## src/source/ice_pkg.sv

```systemverilog
package ice_pkg;

	// Command letters known to the decoder
	typedef enum logic [3:0] {
		CMD_PINT_W0 = 4'd0,
		CMD_PINT_W1 = 4'd1,
		CMD_NONE    = 4'hf
	} cmd_e;

	// Longest write frame payload in bytes
	localparam int PINT_MAX_BYTES = 8;

	// One received character after classification
	typedef struct packed {
		logic       is_hex;
		logic [3:0] hex;
		logic       is_cmd;
		cmd_e       cmd;
		logic       is_eol;
	} decoded_char_t;

	// PINT pins driven by the master
	typedef struct packed {
		logic wrreq;
		logic wrdata;
		logic pclk;
		logic resetn;
		logic rdreq;
	} pint_out_t;

	// PINT pins driven by the test chip
	typedef struct packed {
		logic rdrdy;
		logic rddata;
	} pint_in_t;

endpackage

```

## src/source/uart.sv

```systemverilog
module uart #(
	parameter int UART_DIVIDE = 174
) (
	input  logic       clk,
	input  logic       reset,
	input  logic       rx_in,
	input  logic       tx_latch,
	input  logic [7:0] tx_data,
	output logic       tx_out,
	output logic       tx_empty,
	output logic [7:0] rx_data,
	output logic       rx_latch
);
	localparam int CW = $clog2(UART_DIVIDE + 1);

	typedef enum logic [1:0] {RX_IDLE, RX_START, RX_DATA, RX_STOP} rx_state_t;

	rx_state_t rx_state;
	logic [1:0] rx_sync;
	logic rx_s;
	logic [CW-1:0] rx_cnt;
	logic [2:0] rx_bit;

	logic [9:0] tx_shift;
	logic [CW-1:0] tx_cnt;
	logic [3:0] tx_bits;

	assign rx_s = rx_sync[1];

	// Receiver, bits sampled at their middle
	always_ff @(posedge clk) begin
		rx_sync <= {rx_sync[0], rx_in};
		rx_latch <= 1'b0;
		if (reset) begin
			rx_sync <= 2'b11;
			rx_state <= RX_IDLE;
			rx_cnt <= '0;
			rx_bit <= '0;
		end else begin
			case (rx_state)
				RX_IDLE: begin
					if (!rx_s) begin
						rx_state <= RX_START;
						rx_cnt <= CW'(UART_DIVIDE / 2);
					end
				end
				RX_START: begin
					if (rx_cnt != '0) begin
						rx_cnt <= rx_cnt - 1'b1;
					end else if (!rx_s) begin
						rx_state <= RX_DATA;
						rx_cnt <= CW'(UART_DIVIDE - 1);
						rx_bit <= '0;
					end else begin
						// Glitch, not a real start bit
						rx_state <= RX_IDLE;
					end
				end
				RX_DATA: begin
					if (rx_cnt != '0) begin
						rx_cnt <= rx_cnt - 1'b1;
					end else begin
						// LSB arrives first
						rx_data <= {rx_s, rx_data[7:1]};
						rx_cnt <= CW'(UART_DIVIDE - 1);
						rx_bit <= rx_bit + 1'b1;
						if (rx_bit == 3'd7)
							rx_state <= RX_STOP;
					end
				end
				default: begin
					if (rx_cnt != '0) begin
						rx_cnt <= rx_cnt - 1'b1;
					end else begin
						rx_state <= RX_IDLE;
						rx_latch <= rx_s;
					end
				end
			endcase
		end
	end

	// Transmitter: start bit, 8 data bits, stop bit
	always_ff @(posedge clk) begin
		if (reset) begin
			tx_shift <= '1;
			tx_empty <= 1'b1;
			tx_cnt <= '0;
			tx_bits <= '0;
		end else if (tx_empty) begin
			if (tx_latch) begin
				tx_shift <= {1'b1, tx_data, 1'b0};
				tx_empty <= 1'b0;
				tx_cnt <= CW'(UART_DIVIDE - 1);
				tx_bits <= '0;
			end
		end else if (tx_cnt != '0) begin
			tx_cnt <= tx_cnt - 1'b1;
		end else begin
			tx_shift <= {1'b1, tx_shift[9:1]};
			tx_cnt <= CW'(UART_DIVIDE - 1);
			tx_bits <= tx_bits + 1'b1;
			if (tx_bits == 4'd9)
				tx_empty <= 1'b1;
		end
	end

	assign tx_out = tx_shift[0];

endmodule

```

## src/source/character_decoder.sv

```systemverilog
module character_decoder (
	input  logic [7:0]             in_char,
	input  logic                   in_char_valid,
	output ice_pkg::decoded_char_t dec
);
	import ice_pkg::*;

	always_comb begin
		dec = '{is_hex: 1'b0, hex: 4'd0, is_cmd: 1'b0, cmd: CMD_NONE, is_eol: 1'b0};
		if (in_char_valid) begin
			case (in_char) inside
				["0":"9"]: begin
					dec.is_hex = 1'b1;
					dec.hex = in_char[3:0];
				end
				// Low nibble of 'a'..'f' and 'A'..'F' runs 1..6
				["a":"f"], ["A":"F"]: begin
					dec.is_hex = 1'b1;
					dec.hex = in_char[3:0] + 4'd9;
				end
				"p": begin
					dec.is_cmd = 1'b1;
					dec.cmd = CMD_PINT_W0;
				end
				"q": begin
					dec.is_cmd = 1'b1;
					dec.cmd = CMD_PINT_W1;
				end
				8'h0a: begin
					dec.is_eol = 1'b1;
				end
				default: begin
					dec.is_eol = 1'b0;
				end
			endcase
		end
	end

endmodule

```

## src/source/fifo.sv

```systemverilog
module fifo #(
	parameter int FIFO_DEPTH_LOG2 = 4
) (
	input  logic       clk,
	input  logic       reset,
	input  logic [7:0] in,
	input  logic       in_latch,
	input  logic       out_latch,
	output logic [7:0] out,
	output logic       out_valid
);
	localparam int DEPTH = 1 << FIFO_DEPTH_LOG2;

	logic [7:0] mem [DEPTH];
	logic [FIFO_DEPTH_LOG2-1:0] wr_ptr;
	logic [FIFO_DEPTH_LOG2-1:0] rd_ptr;
	logic [FIFO_DEPTH_LOG2:0] count;
	logic push;
	logic pop;

	// Writes into a full buffer are lost
	assign push = in_latch && (count != (FIFO_DEPTH_LOG2 + 1)'(DEPTH));
	assign pop = out_latch && out_valid;

	always_ff @(posedge clk) begin
		if (push)
			mem[wr_ptr] <= in;
	end

	always_ff @(posedge clk) begin
		if (reset) begin
			wr_ptr <= '0;
			rd_ptr <= '0;
			count <= '0;
		end else begin
			if (push)
				wr_ptr <= wr_ptr + 1'b1;
			if (pop)
				rd_ptr <= rd_ptr + 1'b1;
			count <= count + push - pop;
		end
	end

	// Head word visible without a pop
	assign out = mem[rd_ptr];
	assign out_valid = (count != '0);

endmodule

```

## src/source/pint_int.sv

```systemverilog
module pint_int #(
	parameter int PINT_HALF_PERIOD = 4
) (
	input  logic               clk,
	input  logic               reset,
	input  logic               tx_req,
	input  logic               tx_cmd_type,
	input  logic [7:0]         tx_char,
	input  logic               tx_char_latch,
	input  ice_pkg::pint_in_t  pins_in,
	output logic               busy,
	output logic               rx_latch,
	output logic [7:0]         rx_data,
	output ice_pkg::pint_out_t pins
);
	import ice_pkg::*;

	localparam int HW = $clog2(PINT_HALF_PERIOD + 1);
	localparam int IW = $clog2(PINT_MAX_BYTES);
	localparam int SR_W = 8 * PINT_MAX_BYTES + 1;
	localparam int BW = $clog2(SR_W + 1);

	typedef enum logic [1:0] {P_IDLE, P_WRITE, P_READ, P_DONE} pint_state_t;

	pint_state_t state;
	logic [0:PINT_MAX_BYTES-1][7:0] wbuf;
	logic [IW:0] wr_cnt;
	logic [SR_W-1:0] frame_sr;
	logic [BW-1:0] bits_left;
	logic [HW-1:0] hp_cnt;
	logic pclk_r;
	logic wrreq_r;
	logic rdreq_r;
	logic resetn_r;
	logic tick;
	logic flush;
	logic push;

	// tx_req together with tx_char_latch empties the buffer of an abandoned line
	assign flush = tx_req && tx_char_latch;
	assign push = tx_char_latch && !tx_req && (wr_cnt < (IW + 1)'(PINT_MAX_BYTES));
	assign tick = (state == P_WRITE || state == P_READ) &&
		(hp_cnt == HW'(PINT_HALF_PERIOD - 1));
	assign busy = (state != P_IDLE);

	always_ff @(posedge clk) begin
		if (push)
			wbuf[wr_cnt[IW-1:0]] <= tx_char;
	end

	always_ff @(posedge clk) begin
		resetn_r <= !reset;
	end

	always_ff @(posedge clk) begin
		rx_latch <= 1'b0;
		if (reset) begin
			state <= P_IDLE;
			wr_cnt <= '0;
			bits_left <= '0;
			hp_cnt <= '0;
			pclk_r <= 1'b0;
			wrreq_r <= 1'b0;
			rdreq_r <= 1'b0;
		end else begin
			if (flush)
				wr_cnt <= '0;
			else if (push)
				wr_cnt <= wr_cnt + 1'b1;

			case (state)
				P_IDLE: begin
					hp_cnt <= '0;
					if (tx_req && !tx_char_latch) begin
						// Type bit goes out first, then byte 0 MSB first
						state <= P_WRITE;
						wrreq_r <= 1'b1;
						frame_sr <= {tx_cmd_type, wbuf};
						bits_left <= BW'({wr_cnt, 3'b000}) + BW'(1);
					end else if (pins_in.rdrdy) begin
						state <= P_READ;
						rdreq_r <= 1'b1;
						bits_left <= BW'(8);
					end
				end
				P_WRITE, P_READ: begin
					if (!tick) begin
						hp_cnt <= hp_cnt + 1'b1;
					end else begin
						hp_cnt <= '0;
						pclk_r <= !pclk_r;
						if (!pclk_r) begin
							// Rising edge, target and master both sample here
							bits_left <= bits_left - 1'b1;
							if (rdreq_r)
								rx_data <= {rx_data[6:0], pins_in.rddata};
						end else if (bits_left == '0) begin
							state <= P_DONE;
						end else begin
							frame_sr <= frame_sr << 1;
						end
					end
				end
				default: begin
					state <= P_IDLE;
					wrreq_r <= 1'b0;
					rdreq_r <= 1'b0;
					if (rdreq_r)
						rx_latch <= 1'b1;
					else
						wr_cnt <= '0;
				end
			endcase
		end
	end

	always_comb begin
		pins.wrreq = wrreq_r;
		pins.wrdata = wrreq_r & frame_sr[SR_W-1];
		pins.pclk = pclk_r;
		pins.resetn = resetn_r;
		pins.rdreq = rdreq_r;
	end

endmodule

```

## src/source/ice_controller.sv

```systemverilog
module ice_controller #(
	parameter int UART_DIVIDE      = 174,
	parameter int FIFO_DEPTH_LOG2  = 4,
	parameter int PINT_HALF_PERIOD = 4
) (
	input  logic               clk,
	input  logic               reset,
	input  logic               uart_rx,
	input  ice_pkg::pint_in_t  pint_in,
	output logic               uart_tx,
	output ice_pkg::pint_out_t pint_out
);
	import ice_pkg::*;

	typedef enum logic [1:0] {S_IDLE, S_COLLECT, S_SEND} cmd_state_t;
	typedef enum logic [1:0] {R_IDLE, R_HEAD, R_DATA, R_EOL} reply_state_t;

	logic [7:0] uart_rx_data;
	logic [7:0] uart_tx_data;
	logic uart_rx_latch;
	logic uart_tx_latch;
	logic uart_tx_empty;
	decoded_char_t dec;

	logic pint_busy;
	logic pint_tx_req;
	logic pint_tx_cmd_type;
	logic pint_tx_char_latch;
	logic pint_rx_latch;
	logic [7:0] pint_rx_data;
	logic [7:0] fifo_data;
	logic fifo_pop;
	logic fifo_valid;

	cmd_state_t cmd_state;
	cmd_state_t cmd_next;
	cmd_e last_cmd;
	logic cmd_pending;
	logic [3:0] hex_sr;
	logic nib_odd;
	logic [3:0] byte_cnt;
	logic shift_hex;
	logic sr_clear;

	reply_state_t reply_state;
	reply_state_t reply_next;

	uart #(.UART_DIVIDE(UART_DIVIDE)) u_uart (
		.clk(clk),
		.reset(reset),
		.rx_in(uart_rx),
		.tx_latch(uart_tx_latch),
		.tx_data(uart_tx_data),
		.tx_out(uart_tx),
		.tx_empty(uart_tx_empty),
		.rx_data(uart_rx_data),
		.rx_latch(uart_rx_latch)
	);

	character_decoder u_character_decoder (
		.in_char(uart_rx_data),
		.in_char_valid(uart_rx_latch),
		.dec(dec)
	);

	fifo #(.FIFO_DEPTH_LOG2(FIFO_DEPTH_LOG2)) u_fifo (
		.clk(clk),
		.reset(reset),
		.in(pint_rx_data),
		.in_latch(pint_rx_latch),
		.out_latch(fifo_pop),
		.out(fifo_data),
		.out_valid(fifo_valid)
	);

	pint_int #(.PINT_HALF_PERIOD(PINT_HALF_PERIOD)) u_pint_int (
		.clk(clk),
		.reset(reset),
		.tx_req(pint_tx_req),
		.tx_cmd_type(pint_tx_cmd_type),
		.tx_char({hex_sr, dec.hex}),
		.tx_char_latch(pint_tx_char_latch),
		.pins_in(pint_in),
		.busy(pint_busy),
		.rx_latch(pint_rx_latch),
		.rx_data(pint_rx_data),
		.pins(pint_out)
	);

	// Command state machine
	always_ff @(posedge clk) begin
		if (reset) begin
			cmd_state <= S_IDLE;
			last_cmd <= CMD_NONE;
			cmd_pending <= 1'b0;
			nib_odd <= 1'b0;
			byte_cnt <= '0;
		end else if (dec.is_cmd) begin
			// A new command restarts the line
			cmd_state <= S_IDLE;
			last_cmd <= dec.cmd;
			cmd_pending <= 1'b1;
			nib_odd <= 1'b0;
			byte_cnt <= '0;
		end else begin
			cmd_state <= cmd_next;
			if (cmd_state == S_IDLE)
				cmd_pending <= 1'b0;
			if (shift_hex) begin
				hex_sr <= dec.hex;
				nib_odd <= !nib_odd;
			end
			if (pint_tx_char_latch)
				byte_cnt <= byte_cnt + 1'b1;
			if (sr_clear) begin
				nib_odd <= 1'b0;
				byte_cnt <= '0;
			end
		end
	end

	always_comb begin
		cmd_next = cmd_state;
		shift_hex = 1'b0;
		sr_clear = 1'b0;
		pint_tx_req = 1'b0;
		pint_tx_char_latch = 1'b0;
		pint_tx_cmd_type = (last_cmd == CMD_PINT_W1);
		case (cmd_state)
			S_IDLE: begin
				if (cmd_pending && last_cmd != CMD_NONE)
					cmd_next = S_COLLECT;
			end
			S_COLLECT: begin
				if (dec.is_hex) begin
					shift_hex = 1'b1;
					// Second nibble of a pair completes a byte
					pint_tx_char_latch = nib_odd && (byte_cnt < 4'(PINT_MAX_BYTES));
				end else if (dec.is_eol) begin
					cmd_next = S_SEND;
				end
			end
			S_SEND: begin
				if (byte_cnt == '0) begin
					sr_clear = 1'b1;
					cmd_next = S_IDLE;
				end else if (!pint_busy) begin
					pint_tx_req = 1'b1;
					sr_clear = 1'b1;
					cmd_next = S_IDLE;
				end
			end
			default: begin
				cmd_next = S_IDLE;
			end
		endcase
		// Bytes of an abandoned line are dropped from the PINT buffer
		if (dec.is_cmd && byte_cnt != '0) begin
			pint_tx_req = 1'b1;
			pint_tx_char_latch = 1'b1;
		end
	end

	// Reply state machine: 'a', read bytes, newline
	always_ff @(posedge clk) begin
		if (reset)
			reply_state <= R_IDLE;
		else
			reply_state <= reply_next;
	end

	always_comb begin
		reply_next = reply_state;
		uart_tx_latch = 1'b0;
		uart_tx_data = 8'h00;
		fifo_pop = 1'b0;
		case (reply_state)
			R_IDLE: begin
				if (pint_rx_latch)
					reply_next = R_HEAD;
			end
			R_HEAD: begin
				uart_tx_latch = uart_tx_empty;
				uart_tx_data = "a";
				if (uart_tx_empty)
					reply_next = R_DATA;
			end
			R_DATA: begin
				uart_tx_latch = uart_tx_empty & fifo_valid;
				uart_tx_data = fifo_data;
				fifo_pop = uart_tx_latch;
				if (!fifo_valid)
					reply_next = R_EOL;
			end
			default: begin
				uart_tx_latch = uart_tx_empty;
				uart_tx_data = 8'h0a;
				if (uart_tx_empty)
					reply_next = R_IDLE;
			end
		endcase
	end

endmodule

```

## config.mk

```make
export PLATFORM = sky130hd
export DESIGN_NAME = ice_controller
export DESIGN_NICKNAME = d
export VERILOG_FILES = /design/src/source/ice_pkg.sv /design/src/source/uart.sv /design/src/source/character_decoder.sv /design/src/source/fifo.sv /design/src/source/pint_int.sv /design/src/source/ice_controller.sv
export SDC_FILE = /design/constraint.sdc
export NUM_CORES = 1
export LEC_CHECK = 0
export ABC_AREA = 0
export BUFFER_PORTS_ARGS = -buffer_cell sky130_fd_sc_hd__buf_2
export CAP_MARGIN = 20
export CELL_PAD_IN_SITES_DETAIL_PLACEMENT = 1
export CELL_PAD_IN_SITES_GLOBAL_PLACEMENT = 1
export CORE_AREA = 2 2 232 234
export CTS_CLUSTER_DIAMETER = 60
export DETAILED_ROUTE_END_ITERATION = 7
export DIE_AREA = 0 0 234 236
export PLACE_DENSITY = 0.52
export SLEW_MARGIN = 20
export SYNTH_ARGS = -nofsm -noshare
export SYNTH_HDL_FRONTEND = slang
export SYNTH_HIERARCHICAL = 1
export SYNTH_SLANG_ARGS = --single-unit
```

## constraint.sdc

```tcl
create_clock -name clk -period 22.3 [get_ports clk]
set_input_delay 1.115 -clock clk [delete_from_list [all_inputs] [get_ports clk]]
set_output_delay 1.115 -clock clk [all_outputs]
set_load 0.02 [all_outputs]
```

==> out/metrics.cfg, run 1 <==
[status]
status=complete, no violations

[power_and_ir_drop]
irDropWorstVdd_mv=0.0697
power_frac_comb_pct=23.1
power.leakage_nw=6.05
power_frac_seq_pct=42.6
p_int_w=0.00140
powerDensity_nw_per_um2=112
p_switching_w=0.000593
swShare_pct=29.7
clkPwrFrac_pct=34.2

[synthesis]
synthTopCellsByArea=edfxtp_1, dfxtp_1, mux2_2, ha_1, mux4_2
synthesis.nets=1119
yosysSeqAreaShare_pct=64.8
synth_edf_count=277
syn_inst=1071
synth_largest_area_cell=edfxtp_1
synth.distinct_cells=86
ys_warn_count=6
synth_top_area_share_pct=53.3
ys_seq_elements=367
synth_ff_type=edfxtp_1
synth_area_per_cell_um2=14.6
synth.cell_area_um2=15600
async_flop_share_pct=0

[critical_path]
endpoint_kind=flop
crit_required_ns=22.47
start_kind=flop
critPathMaxFanout=8
worstPathCellList=inv_1 > ha_1 > o21bai_1 > a2111oi_2 > o21a_1 > nand4b_4 > o22ai_4 > nor3b_2 > nand2b_1 > nor3_1
criticalPathCategory=flop to flop
critPathMaxStageDelay_ns=0.83
worstPathArrival_ns=4.31
cp_slowest_cell=nor3_1
ff2ff_setup_slack_ns=18.17

[detailed_routing]
drt_iter0_drc=402
dr.pass1.iters=4
drt_wl_total_um=33200
drc=0
post_drt_via_cell_ratio=4.78
antenna_left=0
vias=8707
wl_per_cell_um=18.2

[sta]
finalClockSkew_ns=0.0250
drv_slew=0
relSlewSlack_pct=30.4
fin_crit_sh_pct=18.5
max_freq_mhz=242
tightest_slew_ns=1.03
hold_viol=0
period_needed_ns=4.13
setup_violations=0
rsz0062_at_grt=false
fin_tns_setup_ns=0

[global_routing]
grtUsageTotal_pct=12.4
antenna_found_initial=0
first_global_vias=9100
grt_overflow=0
grt_first_pass_wirelength_um=53300
grt_max_degree=76

[cts]
clkSlewWorstSetupHoldPaths_ns=0.05
cts_buffers=45
cts_root_buffer=clkbuf_16
htreeDepth=2
clock_latency_ns=0.57
hold_buffers=0
clockBufferDepth=3
cts_sinks=367
cts.repair.resized=0
post-cts-setup-buffer-count=0
cts_tree=yes

[die]
io_pins=11
dieArea_um2=55200
die_x_um=234
die-height_um=236
design.core.area_um2=53100
rows=85
start_util_pct=29.4

[cells_and_area]
drive_above_1_share_pct=18.7
n_fill_cell=5549
finalCoreUtilization_pct=33.5
fin_nets=1137
final_common_cell=edfxtp_1
syn2layout_area_growth_pct=13.9
layout_common_cells=edfxtp_1, dfxtp_1, nor2_1, mux2_2

[place]
dp_hpwl_um=20800
portBuffers=10
globalplace.congestion=0.744

[worst_hold_path]
holdCritPathClass=flop to flop

[run]
cap_violations=0

Yosys cell counts (5+ instances only):
library cell / instances
edfxtp_1: 277
dfxtp_1: 90
nor2_1: 75
mux2_2: 67
inv_1: 45
nand2_1: 43
ha_1: 42
a21oi_1: 41
nor2b_1: 26
a22oi_1: 20
mux4_2: 18
nor3_1: 18
o21ai_0: 18
and2_1: 16
clkbuf_1: 16
nand3_1: 16
buf_2: 15
mux4_1: 14
a211oi_1: 12
nand2b_1: 12
nor4_1: 12
o21bai_1: 11
xor2_1: 10
nor3b_1: 9
buf_4: 7
nand4_1: 7
a21o_1: 6
a31oi_1: 6
a211o_1: 5
a21boi_0: 5
and3_1: 5
state kept, by name, summed over array words and instances, names as in the netlist, 3 cells and up, named ones only:
name and flops:
u_uart/rx_bit 3, u_uart/tx_cnt 8, u_uart/rx_cnt 8, u_fifo/wr_ptr 4, hex_sr 4, u_uart/tx_bits 4
u_pint_int/wbuf 64, u_pint_int/bits_left 7, byte_cnt 4, u_pint_int/wr_cnt 4, last_cmd 4, u_fifo/rd_ptr 4
u_fifo/count 5, u_pint_int/rx_data 8, u_pint_int/hp_cnt 3, u_pint_int/frame_sr 65, u_uart/tx_shift 9, u_fifo/mem 128
u_uart/rx_data 8
cell families after synthesis:
group | after synthesis | synth area share (%)
DFF | 367 | 64.8
buffers and inverters | 94 | 2.88
and+or+nand+nor | 285 | 10.4
xor gates and xnor gates | 14 | 0.786
adders and majority gates | 43 | 3.49
AOI/OAI and AO/OA | 165 | 7.52
muxes | 103 | 10.0
worst paths after layout:
check / from / to / cells past startpoint
worst max register to register: u_uart/rx_data[1]$_DFFE_PP_ / u_pint_int/wbuf[57]$_DFFE_PP_ / 10
worst max-delay path: u_uart/rx_data[1]$_DFFE_PP_ / u_pint_int/wbuf[57]$_DFFE_PP_ / 10
worst min register to register: u_uart/rx_sync[0]$_SDFF_PP1_ / u_uart/rx_sync[1]$_SDFF_PP1_ / 1
worst min-delay path: u_uart/rx_sync[0]$_SDFF_PP1_ / u_uart/rx_sync[1]$_SDFF_PP1_ / 1
per-layer routing:
| layer | part of all wire [%] | wire [um] | GRT usage, % |
|---|---|---|---|
| met5 | 0 | 0 | 0 |
| met3 | 4.3 | 1420 | 2.82 |
| met4 | 2.5 | 823 | 3.99 |
| met2 | 46 | 15200 | 18.8 |
| met1 | 47 | 15800 | 17.4 |
power by group through the flow:
stage / combinational [W] / clock [W] / sequential [W]
global route: 0.000520 / 0.000740 / 0.000859
CTS: 0.000469 / 0.000711 / 0.000852
finish: 0.000462 / 0.000684 / 0.000851
floorplan: 0.000370 / 0 / 0.000858
global placement: 0.000462 / 0 / 0.000863
detailed placement: 0.000466 / 0 / 0.000865
metrics by stage:
stage | hold slack (ns) | cell area, um2 | power [W] | setup WS (ns) | cells
2_1_floorplan | 0.389 | 15600 | 0.00123 | 14.86 | 1071
3_3_place_gp | 0.405 | 16400 | 0.00133 | 18.33 | 1738
3_5_place_dp | 0.405 | 16400 | 0.00133 | 18.11 | 1738
4_1_cts | 0.418 | 17800 | 0.00203 | 18.06 | 1822
5_1_grt | 0.428 | 17800 | 0.00212 | 17.79 | 1822
6_report | 0.415 | 17800 | 0.00200 | 18.17 | 1823
critical path: cells and delay by family (launching register included):
family | cells | cell delay (ns)
AOI/OAI and AO/OA | 4 | 1.14
adders and majority gates | 1 | 0.24
buffers and inverters | 1 | 0.15
DFF | 1 | 0.48
and+or+nand+nor | 4 | 1.73
layout make-up:
class	count	area, um2	area share (%)
antenna	1	2.50	0.0141
clock buffer	52	1150	6.48
clock inverter	32	238	1.34
inverter	45	169	0.950
multi-input combinational	610	5090	28.7
sequential	367	10100	56.9
tap	696	871	4.90
timing repair buffer	20	125	0.704
Note: power is estimated with default switching activity, not from simulation.
==> run 2, diff against run 1 <==
- PLACE_DENSITY: 0.52 -> 0.54
- clock period: 22.3 -> 3.32 ns (I/O delays scaled with it)
==> run 2 against run 1 <==
Against the previous run:
- register-to-register slack lost 18 ns
- worst setup slack lost 18 ns
- maximum frequency grew 36%
- sequential cell count is the same
- via count grew 0.32%
- largest power group unchanged
- highest routed layer unchanged
==> out/metrics.cfg, run 2 (synthesis gave the netlist of run 1 again) <==
[cts]
clkSlewWorstSetupHoldPaths_ns=0.05  ; about the same
cts_tree=yes  ; unchanged
clockBufferDepth=3  ; unchanged
cts_buffers=46  ; was 45
htreeDepth=2  ; unchanged
post-cts-setup-buffer-count=0  ; unchanged
clock_latency_ns=0.56  ; was 0.57 ns
cts_sinks=367  ; unchanged
cts_root_buffer=clkbuf_16  ; unchanged

[die]
die-height_um=236  ; unchanged
dieArea_um2=55200  ; unchanged
design.core.area_um2=53100  ; unchanged
start_util_pct=29.4  ; unchanged
die_x_um=234  ; unchanged
rows=85  ; unchanged
io_pins=11  ; unchanged

[sta]
finalClockSkew_ns=0.0242  ; was 0.0250 ns
max_freq_mhz=328  ; was 242 MHz
hold_viol=0  ; unchanged
rsz0062_at_grt=false  ; unchanged
tightest_slew_ns=0.862  ; was 1.03 ns
fin_tns_setup_ns=0  ; unchanged
holdWs_ns=0.0608  ; was 0.415 ns
setup_violations=0  ; unchanged
fin_crit_sh_pct=91.8  ; was 18.5%
period_needed_ns=3.05  ; was 4.13 ns
drv_slew=0  ; unchanged
relSlewSlack_pct=42.3  ; was 30.4%

[detailed_routing]
vias=8735  ; was 8,707
antenna_left=0  ; unchanged
wl_met3_um=1170  ; was 1420 um
post_drt_via_cell_ratio=4.75  ; was 4.78
routed.top_layer=met4  ; unchanged
met1_length_um=15900  ; was 15,800 um
drc=0  ; unchanged
wl_met2_um=15500  ; was 15,200 um
dr.pass1.iters=4  ; unchanged
wl_per_cell_um=18.1  ; was 18.2 um
drt_wl_total_um=33300  ; was 33,200 um
drt_iter0_drc=407  ; was 402

[global_routing]
first_global_vias=9355  ; was 9,100
grt_overflow=0  ; unchanged
grtUsageTotal_pct=12.4  ; about the same
grt_first_pass_wirelength_um=53800  ; was 53,300 um
grt_max_degree=87  ; was 76
antenna_found_initial=0  ; unchanged

[critical_path]
criticalPathCategory=flop to flop  ; unchanged
critPathMaxStageDelay_ns=0.40  ; was 0.83 ns
critPathMaxFanout=8  ; unchanged
r2r-start=u_uart/rx_data[1]$_DFFE_PP_  ; unchanged
crit_required_ns=3.57  ; was 22.47 ns
cp-startpoint=u_uart/rx_data[1]$_DFFE_PP_  ; unchanged
endpoint_kind=flop  ; unchanged
path_delay_family=compound AO/OA/AOI/OAI gates  ; was simple AND/OR/NAND/NOR gates
worstPathCellList=inv_2 > ha_2 > o21bai_1 > a2111oi_2 > o21a_2 > nand4b_4 > o22ai_4 > nor3b_4 > nand2b_1 > nor2_1 > buf_4  ; was inv_1 > ha_1 > o21bai_1 > a2111oi_2 > o21a_1 > nand4b_4 > o22ai_4 > nor3b_2 > nand2b_1 > nor3_1
worstPathArrival_ns=3.30  ; was 4.31 ns
critPathBufInv=2  ; was 1
start_kind=flop  ; unchanged
cp_slowest_cell=edfxtp_1  ; was nor3_1

[cells_and_area]
drive_above_1_share_pct=20.6  ; was 18.7%
finalCoreUtilization_pct=33.9  ; was 33.5%
final_common_cell=edfxtp_1  ; unchanged
syn2layout_area_growth_pct=15.4  ; was 13.9%
layoutNonFillerInstCount=1839  ; was 1,823
largest_reg_flops=128  ; unchanged
layout_common_cells=edfxtp_1, dfxtp_1, nor2_1, mux2_2, clkbuf_16  ; was edfxtp_1, dfxtp_1, nor2_1, mux2_2
regMostFlops=u_fifo/mem  ; unchanged
fin_nets=1160  ; was 1,137

[worst_hold_path]
holdCritPathClass=primary input to flop  ; was flop to flop
worstHoldStart=reset  ; was u_uart/rx_sync[0]$_SDFF_PP1_

[place]
dp_hpwl_um=21100  ; was 20,800 um
portBuffers=10  ; unchanged
dpl.cell_count=1757  ; was 1,738
globalplace.congestion=0.707  ; was 0.744

[run]
cap_violations=0  ; unchanged

[power_and_ir_drop]
power.leakage_nw=6.19  ; was 6.05 nW
powerDensity_nw_per_um2=745  ; was 112 nW/um2
totalPowerFinal_w=0.0134  ; was 0.00200 W
irDropWorstVdd_mv=0.471  ; was 0.0697 mV

[status]
status=complete, no violations  ; unchanged

## run 2: cell types whose count changed in the layout (fill, tap and decap cells not counted), sizes merged
cell and delta:
buf +19, clkbuf +3, clkinv -5, dlygate4sd3 +3
inv -4
## run 2: report_power, final
part / total [W] / switching [W] / leakage [nW] / internal [W]
registers: 0.00571 / 0.000259 / 3.31 / 0.00546
logic: 0.00318 / 0.00177 / 2.22 / 0.00141
clock network: 0.00452 / 0.00190 / 0.664 / 0.00262
total: 0.0134 / 0.00393 / 6.19 / 0.00949
## run 2: what timing repair did
item	4_1_cts	5_1_grt
hold endpoints to repair	3	0
resized for setup	0	4
hold buffers	3	0
setup endpoints to repair	0	61
## run 2: final cells by class
class / instances / area (um2)
fill: 5454 / 35100
sequential: 367 / 10100
multi-input combinational: 610 / 5140
clock buffer: 55 / 1180
tap: 696 / 871
timing repair buffer: 42 / 348
clock inverter: 23 / 169
inverter: 45 / 169
antenna: 1 / 2.50
## run 2: final timing paths
| check | slack [ns] | cells after the start | end |
|---|---|---|---|
| min reg2reg | 0.41 | 1 | u_uart/rx_sync[1]$_SDFF_PP1_ |
| min | 0.06 | 2 | u_pint_int/resetn_r$_DFF_P_ |
| max | 0.27 | 11 | u_pint_int/wbuf[25]$_DFFE_PP_ |
| max reg2reg | 0.27 | 11 | u_pint_int/wbuf[25]$_DFFE_PP_ |
## run 2: metrics by stage
step | instance area [um2] | setup slack [ns]
floorplan | 15700 | -0.433
global placement | 16600 | 0.157
detailed placement | 16600 | 0.0817
CTS | 18000 | 0.0469
global route | 18000 | 0.00814
finish | 18000 | 0.272
## run 2: routing by layer
layer / GRT usage, % / up-vias
met4: 3.76 / 0
met2: 19.7 / 87
met3: 2.84 / 57
met5: 0 / -
li1: - / 4147
met1: 16.8 / 4444
